**config.mk**
```make
export PLATFORM = sky130hd
export DESIGN_NAME = pet_kbd_top
export DESIGN_NICKNAME = d
export VERILOG_FILES = /design/src/hw/pet_kbd_pkg.sv /design/src/hw/kbd_ctrl_regs.sv /design/src/hw/kbd_matrix.sv /design/src/hw/pet_kbd_top.sv /design/src/hw/pia_kbd_snoop.sv /design/src/hw/wb_periph_mux.sv
export SDC_FILE = /design/constraint.sdc
export NUM_CORES = 1
export LEC_CHECK = 0
export ABC_AREA = 1
export BUFFER_PORTS_ARGS = -buffer_cell sky130_fd_sc_hd__buf_4
export CORE_ASPECT_RATIO = 0.7
export CORE_MARGIN = 2
export CORE_UTILIZATION = 30
export CTS_BUF_LIST = sky130_fd_sc_hd__clkbuf_16
export CTS_CLUSTER_DIAMETER = 50
export DETAILED_ROUTE_END_ITERATION = 6
export GPL_TIMING_DRIVEN = 0
export HOLD_SLACK_MARGIN = 0.12
export PLACE_DENSITY = 0.51
export REMOVE_ABC_BUFFERS = 1
export SETUP_SLACK_MARGIN = 0.3
export SYNTH_ARGS = -nofsm -noshare
export SYNTH_HDL_FRONTEND = slang
export SYNTH_SLANG_ARGS = --single-unit
```
**constraint.sdc**
```tcl
create_clock -name wb_clock_i -period 4.2 [get_ports wb_clock_i]
set_input_delay 0.21 -clock wb_clock_i [delete_from_list [all_inputs] [get_ports wb_clock_i]]
set_output_delay 0.21 -clock wb_clock_i [all_outputs]
set_load 0.005 [all_outputs]
```
**src/hw/pet_kbd_pkg.sv**
```systemverilog
package pet_kbd_pkg;

    // Bus widths
    localparam int DATA_WIDTH       = 8;
    localparam int WB_ADDR_WIDTH    = 16;
    localparam int KBD_ADDR_WIDTH   = 4;                 // Row index, up to 16 rows
    localparam int KBD_OFFSET_WIDTH = 8;                 // Low address bits inside the window
    localparam int PIA_RS_WIDTH     = 2;

    // Keyboard window in Wishbone space
    localparam logic [WB_ADDR_WIDTH-1:0]    KBD_BASE = 16'hE800;
    localparam logic [KBD_OFFSET_WIDTH-1:0] REG_CTRL = 8'h10;   // Bit 0 intercept enable
    localparam logic [KBD_OFFSET_WIDTH-1:0] REG_ROW  = 8'h11;   // Selected row, read-only

    // PIA register numbers as seen on cpu_addr[1:0]
    localparam logic [PIA_RS_WIDTH-1:0] PIA_PORTA = 2'd0;  // Row select
    localparam logic [PIA_RS_WIDTH-1:0] PIA_PORTB = 2'd2;  // Row data

    // Wishbone classic request, 27 bits
    typedef struct packed {
        logic [WB_ADDR_WIDTH-1:0] adr;
        logic [DATA_WIDTH-1:0]    dat;
        logic                     we;
        logic                     cyc;
        logic                     stb;
    } wb_req_t;

    // Wishbone response, 9 bits
    typedef struct packed {
        logic [DATA_WIDTH-1:0] dat;
        logic                  ack;
    } wb_rsp_t;

    // CPU side of PIA 1 with chip select already decoded, 14 bits
    typedef struct packed {
        logic [PIA_RS_WIDTH-1:0] rs;
        logic                    cs;
        logic                    we;
        logic [DATA_WIDTH-1:0]   dat;
        logic                    valid;                // Address and control are stable
        logic                    done;                 // Last cycle of the bus access
    } cpu_bus_t;

endpackage

```
**src/hw/kbd_ctrl_regs.sv**
```systemverilog
`timescale 1ns/1ps

module kbd_ctrl_regs (
    input  logic                 wb_clock_i,
    input  logic                 arst_n_i,
    input  pet_kbd_pkg::wb_req_t wb_req_i,
    output pet_kbd_pkg::wb_rsp_t wb_rsp_o,
    input  logic [3:0]           sel_row_i,            // Row latched by the snoop
    output logic                 intercept_en_o
);
    import pet_kbd_pkg::*;

    logic [KBD_OFFSET_WIDTH-1:0] offset;
    logic                        is_ctrl;
    logic                        is_row;
    logic                        wb_req;
    logic                        wb_take;
    logic                        ack_q;
    logic                        acked;
    logic                        en_q;
    logic [DATA_WIDTH-1:0]       rd_dat_q;
    logic [DATA_WIDTH-1:0]       rd_mux;

    assign offset  = wb_req_i.adr[KBD_OFFSET_WIDTH-1:0];
    assign is_ctrl = offset == REG_CTRL;
    assign is_row  = offset == REG_ROW;
    assign wb_req  = wb_req_i.cyc && wb_req_i.stb;
    assign wb_take = wb_req && !ack_q && !acked;

    // Read view, unused CTRL bits are 0
    always_comb begin
        if (is_ctrl) begin
            rd_mux = {{(DATA_WIDTH-1){1'b0}}, en_q};
        end else if (is_row) begin
            rd_mux = {{(DATA_WIDTH-KBD_ADDR_WIDTH){1'b0}}, sel_row_i};
        end else begin
            rd_mux = 8'hFF;
        end
    end

    always_ff @(posedge wb_clock_i or negedge arst_n_i) begin
        if (!arst_n_i) begin
            ack_q <= 1'b0;
            acked <= 1'b0;
            en_q  <= 1'b1;                             // Intercept on out of reset
        end else begin
            ack_q <= wb_take;
            acked <= wb_req && (ack_q || acked);
            if (wb_take && wb_req_i.we && is_ctrl) begin
                en_q <= wb_req_i.dat[0];
            end
            // ROW writes are acked and dropped
        end
    end

    always_ff @(posedge wb_clock_i) begin
        if (wb_take) begin
            rd_dat_q <= rd_mux;
        end
    end

    assign wb_rsp_o.dat   = rd_dat_q;
    assign wb_rsp_o.ack   = ack_q;
    assign intercept_en_o = en_q;

endmodule

```
**src/hw/kbd_matrix.sv**
```systemverilog
`timescale 1ns/1ps

module kbd_matrix #(
    parameter int ROW_COUNT = 10
) (
    input  logic                 wb_clock_i,
    input  logic                 arst_n_i,
    input  pet_kbd_pkg::wb_req_t wb_req_i,
    output pet_kbd_pkg::wb_rsp_t wb_rsp_o,
    input  logic [3:0]           row_sel_i,            // Row the CPU has selected
    output logic [7:0]           row_data_o            // Registered, one cycle behind row_sel_i
);
    import pet_kbd_pkg::*;

    // One extra bit so that 16 rows still compare correctly
    localparam logic [KBD_ADDR_WIDTH:0] ROW_LIMIT = (KBD_ADDR_WIDTH + 1)'(ROW_COUNT);

    // PET matrix is active low, 0 means pressed
    logic [DATA_WIDTH-1:0]     rows [ROW_COUNT];
    logic [KBD_ADDR_WIDTH-1:0] wb_idx;
    logic                      wb_idx_ok;
    logic                      cpu_idx_ok;
    logic                      wb_req;
    logic                      wb_take;              // First cycle of a new access
    logic                      ack_q;
    logic                      acked;
    logic [DATA_WIDTH-1:0]     rd_dat_q;
    logic [DATA_WIDTH-1:0]     row_q;

    assign wb_idx     = wb_req_i.adr[KBD_ADDR_WIDTH-1:0];
    assign wb_idx_ok  = {1'b0, wb_idx} < ROW_LIMIT;
    assign cpu_idx_ok = {1'b0, row_sel_i} < ROW_LIMIT;
    assign wb_req     = wb_req_i.cyc && wb_req_i.stb;
    assign wb_take    = wb_req && !ack_q && !acked;

    // Storage and handshake
    always_ff @(posedge wb_clock_i or negedge arst_n_i) begin
        if (!arst_n_i) begin
            for (int i = 0; i < ROW_COUNT; i++) begin
                rows[i] <= 8'hFF;                      // No keys pressed
            end
            ack_q <= 1'b0;
            acked <= 1'b0;
        end else begin
            ack_q <= wb_take;
            acked <= wb_req && (ack_q || acked);
            if (wb_take && wb_req_i.we && wb_idx_ok) begin
                rows[wb_idx] <= wb_req_i.dat;          // Rows past ROW_COUNT drop the write
            end
        end
    end

    // Read data for Wishbone, valid with ack
    always_ff @(posedge wb_clock_i) begin
        if (wb_take) begin
            rd_dat_q <= wb_idx_ok ? rows[wb_idx] : 8'hFF;
        end
    end

    // CPU lookup runs every cycle
    always_ff @(posedge wb_clock_i or negedge arst_n_i) begin
        if (!arst_n_i) begin
            row_q <= 8'hFF;
        end else begin
            row_q <= cpu_idx_ok ? rows[row_sel_i] : 8'hFF;   // Missing rows look idle
        end
    end

    assign wb_rsp_o.dat = rd_dat_q;
    assign wb_rsp_o.ack = ack_q;
    assign row_data_o   = row_q;

    // A held strobe must not be acked twice in a row
    a_ack_single: assert property (@(posedge wb_clock_i) disable iff (!arst_n_i)
        (wb_req && $past(wb_req && ack_q)) |=> !ack_q);

endmodule

```
**src/hw/pet_kbd_top.sv**
```systemverilog
`timescale 1ns/1ps

module pet_kbd_top #(
    parameter int ROW_COUNT = 10
) (
    input  logic                  wb_clock_i,
    input  logic                  arst_n_i,
    input  pet_kbd_pkg::wb_req_t  wb_req_i,
    output pet_kbd_pkg::wb_rsp_t  wb_rsp_o,
    input  pet_kbd_pkg::cpu_bus_t cpu_i,
    output logic [7:0]            cpu_data_o,
    output logic                  cpu_data_oe_o
);
    import pet_kbd_pkg::*;

    wb_req_t                   mtx_req;
    wb_rsp_t                   mtx_rsp;
    wb_req_t                   reg_req;
    wb_rsp_t                   reg_rsp;
    logic [KBD_ADDR_WIDTH-1:0] row_sel;                // Snoop to matrix
    logic [DATA_WIDTH-1:0]     row_data;               // Matrix to snoop
    logic [KBD_ADDR_WIDTH-1:0] sel_row;                // Snoop to ROW register
    logic                      intercept_en;

    wb_periph_mux u_mux (
        .wb_clock_i (wb_clock_i),
        .arst_n_i   (arst_n_i),
        .wb_req_i   (wb_req_i),
        .wb_rsp_o   (wb_rsp_o),
        .mtx_req_o  (mtx_req),
        .mtx_rsp_i  (mtx_rsp),
        .reg_req_o  (reg_req),
        .reg_rsp_i  (reg_rsp)
    );

    kbd_matrix #(.ROW_COUNT(ROW_COUNT)) u_matrix (
        .wb_clock_i (wb_clock_i),
        .arst_n_i   (arst_n_i),
        .wb_req_i   (mtx_req),
        .wb_rsp_o   (mtx_rsp),
        .row_sel_i  (row_sel),
        .row_data_o (row_data)
    );

    kbd_ctrl_regs u_regs (
        .wb_clock_i     (wb_clock_i),
        .arst_n_i       (arst_n_i),
        .wb_req_i       (reg_req),
        .wb_rsp_o       (reg_rsp),
        .sel_row_i      (sel_row),
        .intercept_en_o (intercept_en)
    );

    pia_kbd_snoop #(.ROW_COUNT(ROW_COUNT)) u_snoop (
        .wb_clock_i     (wb_clock_i),
        .arst_n_i       (arst_n_i),
        .cpu_i          (cpu_i),
        .intercept_en_i (intercept_en),
        .row_sel_o      (row_sel),
        .row_data_i     (row_data),
        .sel_row_o      (sel_row),
        .cpu_data_o     (cpu_data_o),
        .cpu_data_oe_o  (cpu_data_oe_o)
    );

endmodule

```
**src/hw/pia_kbd_snoop.sv**
```systemverilog
`timescale 1ns/1ps

module pia_kbd_snoop #(
    parameter int ROW_COUNT = 10
) (
    input  logic                  wb_clock_i,
    input  logic                  arst_n_i,
    input  pet_kbd_pkg::cpu_bus_t cpu_i,
    input  logic                  intercept_en_i,
    output logic [3:0]            row_sel_o,           // To matrix lookup
    input  logic [7:0]            row_data_i,          // One cycle after row_sel_o
    output logic [3:0]            sel_row_o,           // To ROW register
    output logic [7:0]            cpu_data_o,
    output logic                  cpu_data_oe_o
);
    import pet_kbd_pkg::*;

    localparam logic [KBD_ADDR_WIDTH:0] ROW_LIMIT = (KBD_ADDR_WIDTH + 1)'(ROW_COUNT);

    logic                      wr_porta;               // CPU selects next row
    logic                      rd_portb;               // CPU reads current row
    logic [KBD_ADDR_WIDTH-1:0] sel_row_q;
    logic                      lookup_q;               // Matrix read in flight
    logic                      oe_q;
    logic [DATA_WIDTH-1:0]     data_q;
    logic                      row_ok;
    logic                      pressed;

    assign wr_porta =  cpu_i.we && cpu_i.cs && (cpu_i.rs == PIA_PORTA);
    assign rd_portb = !cpu_i.we && cpu_i.cs && (cpu_i.rs == PIA_PORTB);

    assign row_ok  = {1'b0, sel_row_q} < ROW_LIMIT;
    assign pressed = row_data_i != 8'hFF;              // At least one key down

    // Row select and intercept control
    always_ff @(posedge wb_clock_i or negedge arst_n_i) begin
        if (!arst_n_i) begin
            sel_row_q <= '0;
            lookup_q  <= 1'b0;
            oe_q      <= 1'b0;
        end else begin
            if (wr_porta && cpu_i.done) begin
                sel_row_q <= cpu_i.dat[KBD_ADDR_WIDTH-1:0];
            end

            if (cpu_i.done) begin
                lookup_q <= 1'b0;
                oe_q     <= 1'b0;                      // Release bus after the access
            end else if (lookup_q) begin
                lookup_q <= 1'b0;
                oe_q     <= intercept_en_i && row_ok && pressed;
            end else if (rd_portb && cpu_i.valid) begin
                lookup_q <= 1'b1;                      // Matrix samples the row this edge
            end
        end
    end

    // Row contents captured with the intercept decision
    always_ff @(posedge wb_clock_i) begin
        if (lookup_q) begin
            data_q <= row_data_i;
        end
    end

    assign row_sel_o     = sel_row_q;
    assign sel_row_o     = sel_row_q;
    assign cpu_data_o    = data_q;
    assign cpu_data_oe_o = oe_q;

    // Driving the data bus during a CPU write would fight the CPU
    a_no_oe_on_write: assert property (@(posedge wb_clock_i) disable iff (!arst_n_i)
        cpu_data_oe_o |-> !cpu_i.we);

endmodule

```
**src/hw/wb_periph_mux.sv**
```systemverilog
`timescale 1ns/1ps

module wb_periph_mux (
    input  logic                 wb_clock_i,
    input  logic                 arst_n_i,
    input  pet_kbd_pkg::wb_req_t wb_req_i,
    output pet_kbd_pkg::wb_rsp_t wb_rsp_o,
    output pet_kbd_pkg::wb_req_t mtx_req_o,
    input  pet_kbd_pkg::wb_rsp_t mtx_rsp_i,
    output pet_kbd_pkg::wb_req_t reg_req_o,
    input  pet_kbd_pkg::wb_rsp_t reg_rsp_i
);
    import pet_kbd_pkg::*;

    logic [KBD_OFFSET_WIDTH-1:0] offset;
    logic                        in_window;
    logic                        sel_mtx;
    logic                        sel_reg;
    logic                        unm_req;              // Live request nobody owns
    logic                        unm_ack;
    logic                        unm_acked;            // Ack already given for this strobe

    assign offset    = wb_req_i.adr[KBD_OFFSET_WIDTH-1:0];
    assign in_window = wb_req_i.adr[WB_ADDR_WIDTH-1:KBD_OFFSET_WIDTH]
                       == KBD_BASE[WB_ADDR_WIDTH-1:KBD_OFFSET_WIDTH];

    // Rows sit at offsets 0x00-0x0F
    assign sel_mtx = in_window && (offset[KBD_OFFSET_WIDTH-1:KBD_ADDR_WIDTH] == '0);
    assign sel_reg = in_window && ((offset == REG_CTRL) || (offset == REG_ROW));
    assign unm_req = wb_req_i.cyc && wb_req_i.stb && !sel_mtx && !sel_reg;

    // Forward the request, strobe only to the owner
    always_comb begin
        mtx_req_o     = wb_req_i;
        mtx_req_o.stb = wb_req_i.stb && sel_mtx;
        reg_req_o     = wb_req_i;
        reg_req_o.stb = wb_req_i.stb && sel_reg;
    end

    // Unmapped space answers on its own, one ack per strobe
    always_ff @(posedge wb_clock_i or negedge arst_n_i) begin
        if (!arst_n_i) begin
            unm_ack   <= 1'b0;
            unm_acked <= 1'b0;
        end else begin
            unm_ack   <= unm_req && !unm_ack && !unm_acked;
            unm_acked <= unm_req && (unm_ack || unm_acked);  // Cleared once stb drops
        end
    end

    // Address is held until ack, so select is stable for the return path
    always_comb begin
        if (sel_mtx) begin
            wb_rsp_o = mtx_rsp_i;
        end else if (sel_reg) begin
            wb_rsp_o = reg_rsp_i;
        end else begin
            wb_rsp_o.dat = 8'hFF;                      // Open bus
            wb_rsp_o.ack = unm_ack;
        end
    end

    // Only one responder may own a cycle
    a_one_responder: assert property (@(posedge wb_clock_i) disable iff (!arst_n_i)
        !(mtx_rsp_i.ack && reg_rsp_i.ack));

endmodule

```
-- After elaboration in Yosys (flattened, before gate mapping)
Index checks and enable logic that the tools add are counted.
- register bits after elaboration: 125
- output and inout port bits: 18
- word-level logic and storage cells: 103
- order comparisons: 5
- equal/unequal tests: 5
- muxes and demuxes: 19
- bitwise logic cells: 2
- reduce and logical (&&, ||, !) cells: 47
- operators with widths (operator ; count):
    bitwise mux 80 bit ; 1
    binary-select mux 8 bit (select 4 bit) ; 2
    2-to-1 mux 8 bit ; 7
    demux 8 bit (select 4 bit) ; 1
    logical AND 1 bit ; 31
    2-to-1 mux 9 bit ; 2
    == test 8 x 5 -> 1 bit (second input constant) ; 2
    >= comparator 5 bit (second input constant) ; 2
    inverter 4 -> 5 bit ; 2
    logical NOT 1 bit ; 9
    == test 8 bit (second input constant) ; 1
    < comparator 4 bit (second input constant) ; 2
    != test 8 bit (second input constant) ; 1
    2-to-1 mux 1 bit ; 6
    < comparator 5 x 1 -> 1 bit (second input constant) ; 1
    logical NOT 4 bit ; 1
    logical OR 1 bit ; 4
    == test 2 bit (second input constant) ; 1
    logical NOT 2 bit ; 1
    nonzero test 2 bit ; 1

-- Depth between registers and ports, before layout
Gate-level depths: netlist of run 1.
- depth after elaboration: 9
- gate-level depth with buffers: 10
- gate-level depth less buffers: 10

-- By module
A second synthesis of run 1 with hierarchy kept.
- cell total of the unflattened synthesis: 1009
- area total of the unflattened synthesis: 7433.4 µm²
- by module, submodules not included (module ; instances ; cells each ; area each (µm²)):
    kbd_matrix ; 1 ; 785 ; 5592.9
    wb_periph_mux ; 1 ; 123 ; 834.6
    pia_kbd_snoop ; 1 ; 56 ; 578.1
    kbd_ctrl_regs ; 1 ; 45 ; 427.9

-- Least setup slack after synthesis of run 1
OpenSTA, ideal clock, no wires.
- kind: input to register
- from: input wb_req_i[13] in the netlist's numbering
- to: register u_regs.rd_dat_q[0] (enable)
- data arrival time: 1.335 ns
- path slack: 2.481 ns
- stages: 5
- buffers on the path: 0
- path through: nor2_2 -> nand2_1 -> nor2_4 -> nand2_2 -> nor4_1
- word-level cells in the longest chain between the ends: 7
- RTL lines (item ; line ; source):
    from (decl) ; pet_kbd_top.sv:8 ; input pet_kbd_pkg::wb_req_t wb_req_i,
    == test 8 x 5 -> 1 bit ; wb_periph_mux.sv:29 ; assign sel_reg = in_window && ((offset == REG_CTRL) || (offset == REG_ROW));
    logical OR 1 bit * ; wb_periph_mux.sv:29 ;
    logical AND 1 bit * ; wb_periph_mux.sv:29 ;
    logical AND 1 bit * ; wb_periph_mux.sv:37 ; reg_req_o.stb = wb_req_i.stb && sel_reg;
    logical AND 1 bit * ; kbd_ctrl_regs.sv:27 ; assign wb_req = wb_req_i.cyc && wb_req_i.stb;
    logical AND 1 bit * (2 in series) ; kbd_ctrl_regs.sv:28 ; assign wb_take = wb_req && !ack_q && !acked;
    named net u_regs.wb_take ; kbd_ctrl_regs.sv:17 ; logic wb_take;
    to (signal assigned) ; kbd_ctrl_regs.sv:58 ; rd_dat_q <= rd_mux;
    to (decl) ; kbd_ctrl_regs.sv:21 ; logic [DATA_WIDTH-1:0] rd_dat_q;
Mark *: on every way through the listed nets, which the timed path passes. The rest lies on a longest branch.
A chain may end at the register's enable or synchronous reset.

-- Final worst setup path of run 1
- from: register u_snoop.sel_row_q[0] (netlist: u_snoop.row_sel_o[0])
- to: register u_matrix.row_q[1] (netlist: u_matrix.row_data_o[1])
- word-level cells in the longest chain between the ends: 5
- RTL lines (item ; line ; source):
    from (decl) ; pia_kbd_snoop.sv:22 ; logic [KBD_ADDR_WIDTH-1:0] sel_row_q;
    from (signal assigned) ; pia_kbd_snoop.sv:43 ; sel_row_q <= cpu_i.dat[KBD_ADDR_WIDTH-1:0];
    inverter 4 -> 5 bit (not written as such) ; kbd_matrix.sv:65 ; row_q <= cpu_idx_ok ? rows[row_sel_i] : 8'hFF;
    binary-select mux 8 bit (select 4 bit) ; kbd_matrix.sv:65 ;
    2-to-1 mux 8 bit (not written as such) (2 in series) ; kbd_matrix.sv:65 ;
    2-to-1 mux 8 bit * ; kbd_matrix.sv:65 ;
    to (signal assigned) ; kbd_matrix.sv:65 ;
    to (decl) ; kbd_matrix.sv:28 ; logic [DATA_WIDTH-1:0] row_q;
Every way passes the cells marked *; elsewhere a longest branch is shown, timed or not. The select of a mux whose other input is x is not followed.

==> results_dict.tcl, run 1 <==
set metrics [dict create \
    synth_top_family_by_area "simple AND/OR/NAND/NOR gates" \
    clock_path_buffers 2 \
    fp.dieH_um 128 \
    pre_cts_ws_ps 720 \
    synth.distinct_cells 31 \
    grt_max_degree 102 \
    path_clk_slew_ps 60 \
    clk_latency_ps 420 \
    power.density_mw_per_mm2 407 \
    relSlewSlack_pct 15.4 \
    wl_mm 21.8 \
    synth_xor_area_share_pct 0 \
    fin_cells 1151 \
    synth_compound_area_share_pct 9.71 \
    cts_sinks 122 \
    dp.cells 1102 \
    hp-class "primary input to register" \
    crit_path_end_kind "register" \
    num_vias 5913 \
    final_antenna_net_count 0 \
    fill_cells 2250 \
    grt_use_total_pct 19.5 \
    avgSynthCellArea_um2 8.24 \
    cp_max_fo 48 \
    worst_pin_slew_ps 1270 \
    drive_gt1_share_pct 25.0 \
    finalMaxSlewViolations 0 \
    grt_setup_unrepaired "no" \
    place_hpwl_mm 14.1 \
    h-tree-depth 4 \
    die_width_um 181 \
    antenna_found_initial 0 \
    final-setup-viol-count 0 \
    grt_pass1_wl_mm 34.0 \
    synth_seq_cells 122 \
    cp_slowest_cell "clkinv_1" \
    final_nets 899 \
    cts_buffers 17 \
    syn-instance-count 801 \
    crit_path_start_kind "register" \
    num_rows 45 \
    syn_to_final_growth_pct 21.0 \
    final_util_pct 36.9 \
    routabilityCongestion 0.808 \
    drc_errors 0 \
    ys_warn_count 0 \
    port_buffers 56 \
    dieArea_mm2 0.0232 \
    ys_top_cells_by_count "nand2_1 (266), nand3_1 (96), dfstp_2 (89)" \
    viasPerCell 5.14 \
    max_clock_freq_ghz 0.283 \
    cts_tree "done" \
    cp_slowest_stage_delay_ps 1190 \
    hold_viol 0 \
    final.min_clock_period_ps 3540 \
    wl_per_cell_um 18.9 \
    cts_root_buf "clkbuf_16" \
    fin_ws_ps 663 \
    synth-adder-area-share_pct 0 \
    post-route-period-util_pct 84.2 \
    drtPass1Iterations 5 \
    antenna-diode-count 0 \
    start_util_pct 30.5 \
    drv_cap 0 \
    ios 61 \
    critPathMostFrequentCell "o21ai_0" \
    synth_flop_cell "dfstp_2" \
    placed_cell_area_mm2 0.00720 \
    synth.area.top_cells "dfstp_2 (35%), nand2_1 (15%), edfxtp_1 (9.6%)" \
    core-area_mm2 0.0216 \
    overflow 0 \
    muxShareOfSynthArea_pct 0 \
    yosys.area_share.simple_pct 34.6 \
    yosys.area.top_type "dfstp_2" \
    drtIter0Drc 680 \
    ys_seq_area_share_pct 49.5 \
    synth_edf_count 21 \
    fin_area_mm2 0.00799 \
    skew_ps 9.59 \
    cts_setup_buffers 0 \
    yosysMostFrequentCell "nand2_1" \
    cp_cell_sequence "clkinv_1 > o21ai_0 > o211ai_1 > nand3_1 > o21ai_0" \
    grt_pass1_vias 5488 \
    ir_drop_mv 0.221 \
    power.total_uw 3250 \
    postSynth.asyncResetShare_pct 82.8 \
    leakage_uw 0.00334 \
    synth_top_area_share_pct 35.4 \
    status "finished, final reports clean" \
    syn_area_mm2 0.00660 \
    path_class "register to register" \
    cp.arrival_ps 3850 \
    required_ps 4510 \
]
timing repair:
action | CTS | global route
gates resized for setup | 0 | 0
hold buffers | 15 | 1
hold endpoints to repair | 84 | 17
per-layer routing:
metal  up-vias  GRT usage [%]  wire [um]
li1       2809              -          -
met1      2807           30.8      10900
met3        25           3.47       1860
met4         0           5.98        352
met2       272           26.2       8700
met5         -              0          0
sequential cells by signal, summed over array words and instances (netlist names), 4 cells and up:
signal and flops:
u_matrix.row_data_o 8, u_matrix.rows 80, u_snoop.cpu_data_o 8, u_regs.rd_dat_q 5
u_matrix.rd_dat_q 8, u_snoop.row_sel_o 4
power breakdown:
part           total (uW)  switching [uW]  internal [uW]
logic                 387             262            125
clock network        1520             590            933
registers            1340            76.7           1260
critical path, delay by kind of cell, from the launching register on:
kind,cells,cell delay [ps]
buffers and inverters,1,1190
flip-flops,1,970
AO/OA/AOI/OAI,3,970
AND/OR/NAND/NOR,1,240
placed cells by master, fill, tap and decap left out, types with 11 or more instances in the layout:
cell / instances
o211ai_1: 13
dlygate4sd3_1: 16
clkbuf_16: 17
nor2_2: 13
o21ai_0: 55
dfstp_2: 89
buf_4: 55
inv_1: 40
nand3_1: 96
a21oi_1: 12
nor2_1: 62
dfrtp_1: 11
nand2_1: 266
nand4_1: 20
a22oi_1: 20
edfxtp_1: 21
cells by family after synthesis:
group	Yosys count
flip-flops	122
AND/OR/NAND/NOR	484
buffers and inverters	86
AO/OA/AOI/OAI	109
final cells by class:
class / instances / area (um^2) / area share, %
repair buffers: 76 / 667 / 8.35
flip-flops and latches: 122 / 3270 / 41.0
multi-input cells: 593 / 2920 / 36.6
clock inverters: 15 / 174 / 2.18
clock buffers: 17 / 425 / 5.33
inverters: 46 / 173 / 2.16
well taps: 282 / 353 / 4.42
path summary, 6_finish.rpt:
check | startpoint | to | slack [ps] | cells after the start
worst max register to register | u_snoop.row_sel_o[0] | u_matrix.row_data_o[1] | 660 | 5
worst min register to register | u_mux.unm_acked | u_mux.unm_ack | 430 | 1
worst min-delay path | wb_req_i[17] | u_regs.rd_dat_q[6] | 140 | 3
min in group asynchronous | arst_n_i | u_matrix.acked | 330 | 2
worst max-delay path | u_snoop.row_sel_o[0] | u_matrix.row_data_o[1] | 660 | 5
max in group asynchronous | arst_n_i | u_matrix.rows[8] | 3230 | 3
per-stage QoR:
step,setup TNS [ps],hold slack (ps)
finish,0,141
global route,0,166
CTS,0,133
global placement,-133,376
floorplan,0,-85.6
detailed placement,0,379
Power figures use the tool's default switching activity.
==> run 2, diff against run 1 <==
--- a/config.mk
+++ b/config.mk
@@ -15,7 +15,7 @@
 export DETAILED_ROUTE_END_ITERATION = 6
 export GPL_TIMING_DRIVEN = 0
 export HOLD_SLACK_MARGIN = 0.12
-export PLACE_DENSITY = 0.51
+export PLACE_DENSITY = 0.53
 export REMOVE_ABC_BUFFERS = 1
 export SETUP_SLACK_MARGIN = 0.3
 export SYNTH_ARGS = -nofsm -noshare
==> constraint.sdc (replaced) <==
create_clock -name wb_clock_i -period 2.95 [get_ports wb_clock_i]
set_input_delay 0.1475 -clock wb_clock_i [delete_from_list [all_inputs] [get_ports wb_clock_i]]
set_output_delay 0.1475 -clock wb_clock_i [all_outputs]
set_load 0.005 [all_outputs]
==> results_dict.tcl, run 2 (same netlist as run 1, synthesis figures left out) <==
set metrics [dict create \
    status "finished, final reports clean" \
    dieArea_mm2 0.0232 \
    cts_tree "done" \
    cp.arrival_ps 2770 \
    drtIter0Drc 651 \
    ir_drop_mv 0.281 \
    hp-class "primary input to register" \
    antenna_found_initial 0 \
    grt_setup_unrepaired "no" \
    clk_latency_ps 420 \
    worst_pin_slew_ps 1260 \
    finalMaxSlewViolations 0 \
    drv_cap 0 \
    ios 61 \
    drive_gt1_share_pct 24.9 \
    cp_max_fo 29 \
    routabilityCongestion 0.821 \
    cts_sinks 122 \
    mostFrequentLayoutCell "nand2_1" \
    cts_setup_buffers 0 \
    cts_root_buf "clkbuf_16" \
    place_hpwl_mm 14.0 \
    num_rows 45 \
    drc_errors 0 \
    relSlewSlack_pct 16.2 \
    final-setup-viol-count 0 \
    final_nets 901 \
    power.density_mw_per_mm2 569 \
    overflow 0 \
    cp_slowest_cell "dfrtp_1" \
    most-common-layout-cells "nand2_1 (266), nand3_1 (96), dfstp_2 (89)" \
    viasPerCell 5.16 \
    grt_use_total_pct 19.1 \
    leakage_uw 0.00335 \
    final_antenna_net_count 0 \
    syn_to_final_growth_pct 21.2 \
    required_ps 3270 \
    clock_path_buffers 2 \
    drtPass1Iterations 5 \
    hold_slack_ps 174 \
    crit_path_end_kind "register" \
    grt_pass1_wl_mm 33.5 \
    core-area_mm2 0.0216 \
    antenna-diode-count 0 \
    max_clock_freq_ghz 0.408 \
    crit_path_start_kind "register" \
    largest_register_ffs 80 \
    fin_cells 1153 \
    grt_max_degree 102 \
    die_width_um 181 \
    num_vias 5951 \
    cts_buffers 17 \
    port_buffers 56 \
    skew_ps 8.65 \
    cp_top_family "flip-flops" \
    path_clk_slew_ps 60 \
    cp_slowest_stage_delay_ps 1010 \
    post-route-period-util_pct 83.1 \
    critPathMostFrequentCell "o21ai_0" \
    grt_pass1_vias 5591 \
    path_class "register to register" \
    dp.cells 1102 \
    top_register "u_matrix.rows" \
    wl_mm 21.5 \
    cp_cell_sequence "inv_1 > nand2_1 > o21ai_0 > o21ai_0 > o22ai_1" \
    worst-path-buf-inv 1 \
    start_util_pct 30.5 \
    wl_per_cell_um 18.6 \
    hold_viol 0 \
    h-tree-depth 4 \
    tns_ps 0 \
    final.min_clock_period_ps 2450 \
    fp.dieH_um 128 \
]
run 2: changes by cell type in the layout (fill, tap and decap cells not counted):
cell,delta
inv_6,-3
inv_1,+2
dfrtp_2,-1
clkinv_2,+2
dfrtp_4,+1
dlygate4sd3_1,+2
clkinv_1,-2
clkinvlp_4,+1
run 2: metrics by stage:
stage / worst slack [ps] / utilization (%) / total power [uW] / cell area [um^2]
after detailed placement: -398 / 33.3 / 2460 / 7200
after CTS: 509 / 36.8 / 4570 / 7970
after global routing: 333 / 37.0 / 4720 / 8000
after floorplan: -139 / - / 2160 / 6360
after global placement: -1300 / 33.0 / 2450 / 7140
final: 499 / 37.0 / 4550 / 8000
run 2: power by group:
| group | total (uW) | internal (uW) | switching, uW |
|---|---|---|---|
| Combinational | 550 | 176 | 374 |
| Sequential | 1910 | 1800 | 109 |
| Clock | 2090 | 1310 | 777 |
| Total | 4550 | 3290 | 1260 |
run 2: metal layers:
metal  track usage (%)  wire length, um
met3              4.06             1690
met5                 0                0
met1              28.6            10500
met2              27.0             8880
met4              6.36              397
run 2: worst paths after layout:
path	from	endpoint	slack, ps	cells after the start
setup / recovery	u_snoop.row_sel_o[1]	u_matrix.row_data_o[2]	500	5
hold / removal	wb_req_i[2]	u_regs.intercept_en_o	170	7
setup reg to reg	u_snoop.row_sel_o[1]	u_matrix.row_data_o[2]	500	5
hold reg to reg	u_mux.unm_acked	u_mux.unm_ack	430	1
max in group asynchronous	arst_n_i	u_snoop.row_sel_o[0]	2180	3
min in group asynchronous	arst_n_i	u_mux.unm_ack	320	3
run 2: worst reg2reg max path, delay by kind of cell, from the launching register on:
kind	cells	cell delay (ps)
simple gates	1	180
flops	1	1010
buf+inv	1	560
compound gates	3	610
run 2: final cells by class:
cell class / instances / area, um^2
inverter: 46 / 178
sequential: 122 / 3270
tap: 282 / 353
fill: 2216 / 13600
multi-input combinational: 593 / 2920
clock inverter: 15 / 160
timing repair buffer: 78 / 687
clock buffer: 17 / 425
run 2: repair_timing:
| item | CTS | global route |
|---|---|---|
| hold endpoints to repair | 100 | 0 |
| gates resized for setup | 2 | 1 |
| hold buffers | 18 | 0 |
| pin swaps | 0 | 0 |
| setup endpoints to repair | 10 | 1 |
==> run 3, diff against run 2 <==
--- a/config.mk
+++ b/config.mk
@@ -5,7 +5,7 @@
 export SDC_FILE = /design/constraint.sdc
 export NUM_CORES = 1
 export LEC_CHECK = 0
-export ABC_AREA = 1
+export ABC_AREA = 0
 export BUFFER_PORTS_ARGS = -buffer_cell sky130_fd_sc_hd__buf_4
 export CORE_ASPECT_RATIO = 0.7
 export CORE_MARGIN = 2
==> constraint.sdc (replaced) <==
create_clock -name wb_clock_i -period 2.1 [get_ports wb_clock_i]
set_input_delay 0.105 -clock wb_clock_i [delete_from_list [all_inputs] [get_ports wb_clock_i]]
set_output_delay 0.105 -clock wb_clock_i [all_outputs]
set_load 0.005 [all_outputs]
==> results_dict.tcl, run 3 <==
set metrics [dict create \
    status "finished, final reports clean" \
    crit_path_end_kind "register" \
    overflow 0 \
    ys_warn_count 0 \
    final.min_clock_period_ps 2090 \
    critPathMostFrequentCell "or4b_4" \
    top_register "u_matrix.rows" \
    swShare_pct 25.3 \
    synth_top_area_share_pct 38.0 \
    p_switching_uw 1500 \
    synth.area.top_cells "dfstp_2 (38%), mux4_2 (11%), mux2_2 (11%)" \
    grt_max_degree 102 \
    required_ps 2430 \
    drtPass1Iterations 6 \
    cp_slowest_cell "or4b_4" \
    core-area_mm2 0.0200 \
    fin_ws_ps 7.86 \
    clock_path_buffers 2 \
    skew_ps 10.1 \
    cts_sinks 122 \
    cp.arrival_ps 2430 \
    fin_area_mm2 0.00811 \
    pre_cts_ws_ps -891 \
    die_width_um 175 \
    h-tree-depth 4 \
    antenna-diode-count 0 \
    relSlewSlack_pct 35.5 \
    antenna_found_initial 0 \
    final_nets 534 \
    yosysMostFrequentCell "dfstp_2" \
    cts_buffers 17 \
    grt_setup_unrepaired "yes" \
    wl_met2_mm 6.95 \
    clk_latency_ps 410 \
    place_hpwl_mm 9.91 \
    ys_top_cells_by_count "dfstp_2 (89), mux2_2 (61), mux4_2 (31)" \
    viasPerCell 5.07 \
    mostFrequentLayoutCell "dfstp_2" \
    placed_cell_area_mm2 0.00679 \
    synth_flop_cell "dfstp_2" \
    power.density_mw_per_mm2 728 \
    cts_root_buf "clkbuf_16" \
    synth.distinct_cells 42 \
    leakage_uw 0.00322 \
    power.total_uw 5910 \
    drive_gt1_share_pct 68.8 \
    wl_mm 16.3 \
    avgSynthCellArea_um2 15.5 \
    fill_cells 1821 \
    wl_met1_mm 7.90 \
    drc_errors 0 \
    combPwrFrac_pct 10.4 \
    port_buffers 56 \
    worst_pin_slew_ps 967 \
    grt_use_total_pct 15.5 \
    cp_slowest_stage_delay_ps 720 \
    syn_area_mm2 0.00615 \
    p_seq_share_pct 45.5 \
    dp.cells 693 \
    postSynth.asyncResetShare_pct 82.8 \
    max_clock_freq_ghz 0.478 \
    num_vias 3926 \
    clkPwrFrac_pct 44.1 \
    cts_tree "done" \
    synth_edf_count 21 \
    fp.dieH_um 124 \
    post-route-period-util_pct 99.6 \
    fin_cells 774 \
    crit_path_start_kind "primary input" \
    cp_cell_sequence "buf_6 > or4b_4 > or4_4 > or4b_4 > mux2_4" \
    routabilityCongestion 0.763 \
    start_util_pct 30.8 \
    num_rows 43 \
    p_int_uw 4410 \
    synth_seq_cells 122 \
    hold_viol 0 \
    cp_max_fo 8 \
    final_antenna_net_count 0 \
    highest-signal-layer "met4" \
    drtIter0Drc 294 \
    grt_pass1_wl_mm 24.8 \
    yosys.area.top_type "dfstp_2" \
    final-setup-viol-count 0 \
    drv_cap 0 \
    path_clk_slew_ps 60 \
    ios 61 \
    syn-instance-count 397 \
    path_class "primary input to register" \
    wl_per_cell_um 21.1 \
    met3_wirelength_mm 1.24 \
    grt_pass1_vias 4099 \
    dieArea_mm2 0.0217 \
    ys_seq_area_share_pct 53.2 \
    most-common-layout-cells "dfstp_2 (89), mux2_4 (72), buf_4 (65)" \
    hp-class "primary input to register" \
    syn_to_final_growth_pct 31.9 \
    ir_drop_mv 0.401 \
    finalMaxSlewViolations 0 \
    largest_register_ffs 80 \
    final_util_pct 40.6 \
]
[run 3: cell types whose count changed after synthesis, sizes merged, moves of 44 or more]
cell and change:
inv -44, o21ai -54, nand3 -95, nor2 -74, nand2 -261, mux2 +87
[run 3: power groups by stage]
| stage | clock network [uW] | logic (uW) | registers [uW] |
|---|---|---|---|
| floorplan | 0 | 246 | 2700 |
| global placement | 0 | 487 | 2780 |
| detailed placement | 0 | 567 | 2720 |
| CTS | 2660 | 609 | 2680 |
| global route | 2760 | 659 | 2700 |
| finish | 2610 | 616 | 2690 |
[run 3: final cells by class]
type	count	area, um^2	share of cell area [%]
sequential	122	3270	40.4
multi-input combinational	244	3020	37.2
timing repair buffer	106	958	11.8
clock buffer	17	425	5.25
tap	270	338	4.17
clock inverter	15	97.6	1.20
[run 3: critical path, delay by kind of cell]
family	cells	cell delay [ps]
simple gates	3	1880
mux	1	350
buf+inv	1	90
[run 3: what timing repair did]
item	CTS	global route
buffers inserted	21	7
resized for setup	55	33
setup endpoints to repair	112	103
hold buffers	21	0
pin swaps	16	11
endpoints found under the hold margin	103	0
[run 3: routing by layer]
layer / up-vias / global-route usage (%)
met4: 0 / 5.05
met1: 2062 / 23.2
li1: 1730 / -
met2: 122 / 22.5
met3: 12 / 3.14
met5: - / 0
[run 3: cells by family after synthesis]
| kind of cell | Yosys count | synth area share, % |
|---|---|---|
| AOI/OAI and AO/OA | 47 | 4.97 |
| buffers and inverters | 31 | 2.42 |
| DFF | 122 | 53.2 |
| muxes | 135 | 31.5 |
| and+or+nand+nor | 62 | 7.92 |
[run 3: through the flow]
step	hold WS [ps]	TNS [ps]
after floorplan	-191	-26830
after global placement	272	-81240
after detailed placement	277	-74690
after CTS	136	0
after global routing	215	-150
final	178	0
[run 3: final timing paths]
check	startpoint	endpoint	cells after the start	slack [ps]
setup / recovery	wb_req_i[21]	u_matrix.rows[42]	5	8
hold / removal	wb_req_i[18]	u_regs.rd_dat_q[6]	3	180
setup reg to reg	u_matrix.ack_q	u_matrix.rows[11]	5	20
hold reg to reg	u_mux.unm_acked	u_mux.unm_ack	1	430
max in group asynchronous	arst_n_i	u_snoop.row_sel_o[1]	2	1060
min in group asynchronous	arst_n_i	u_matrix.acked	2	410
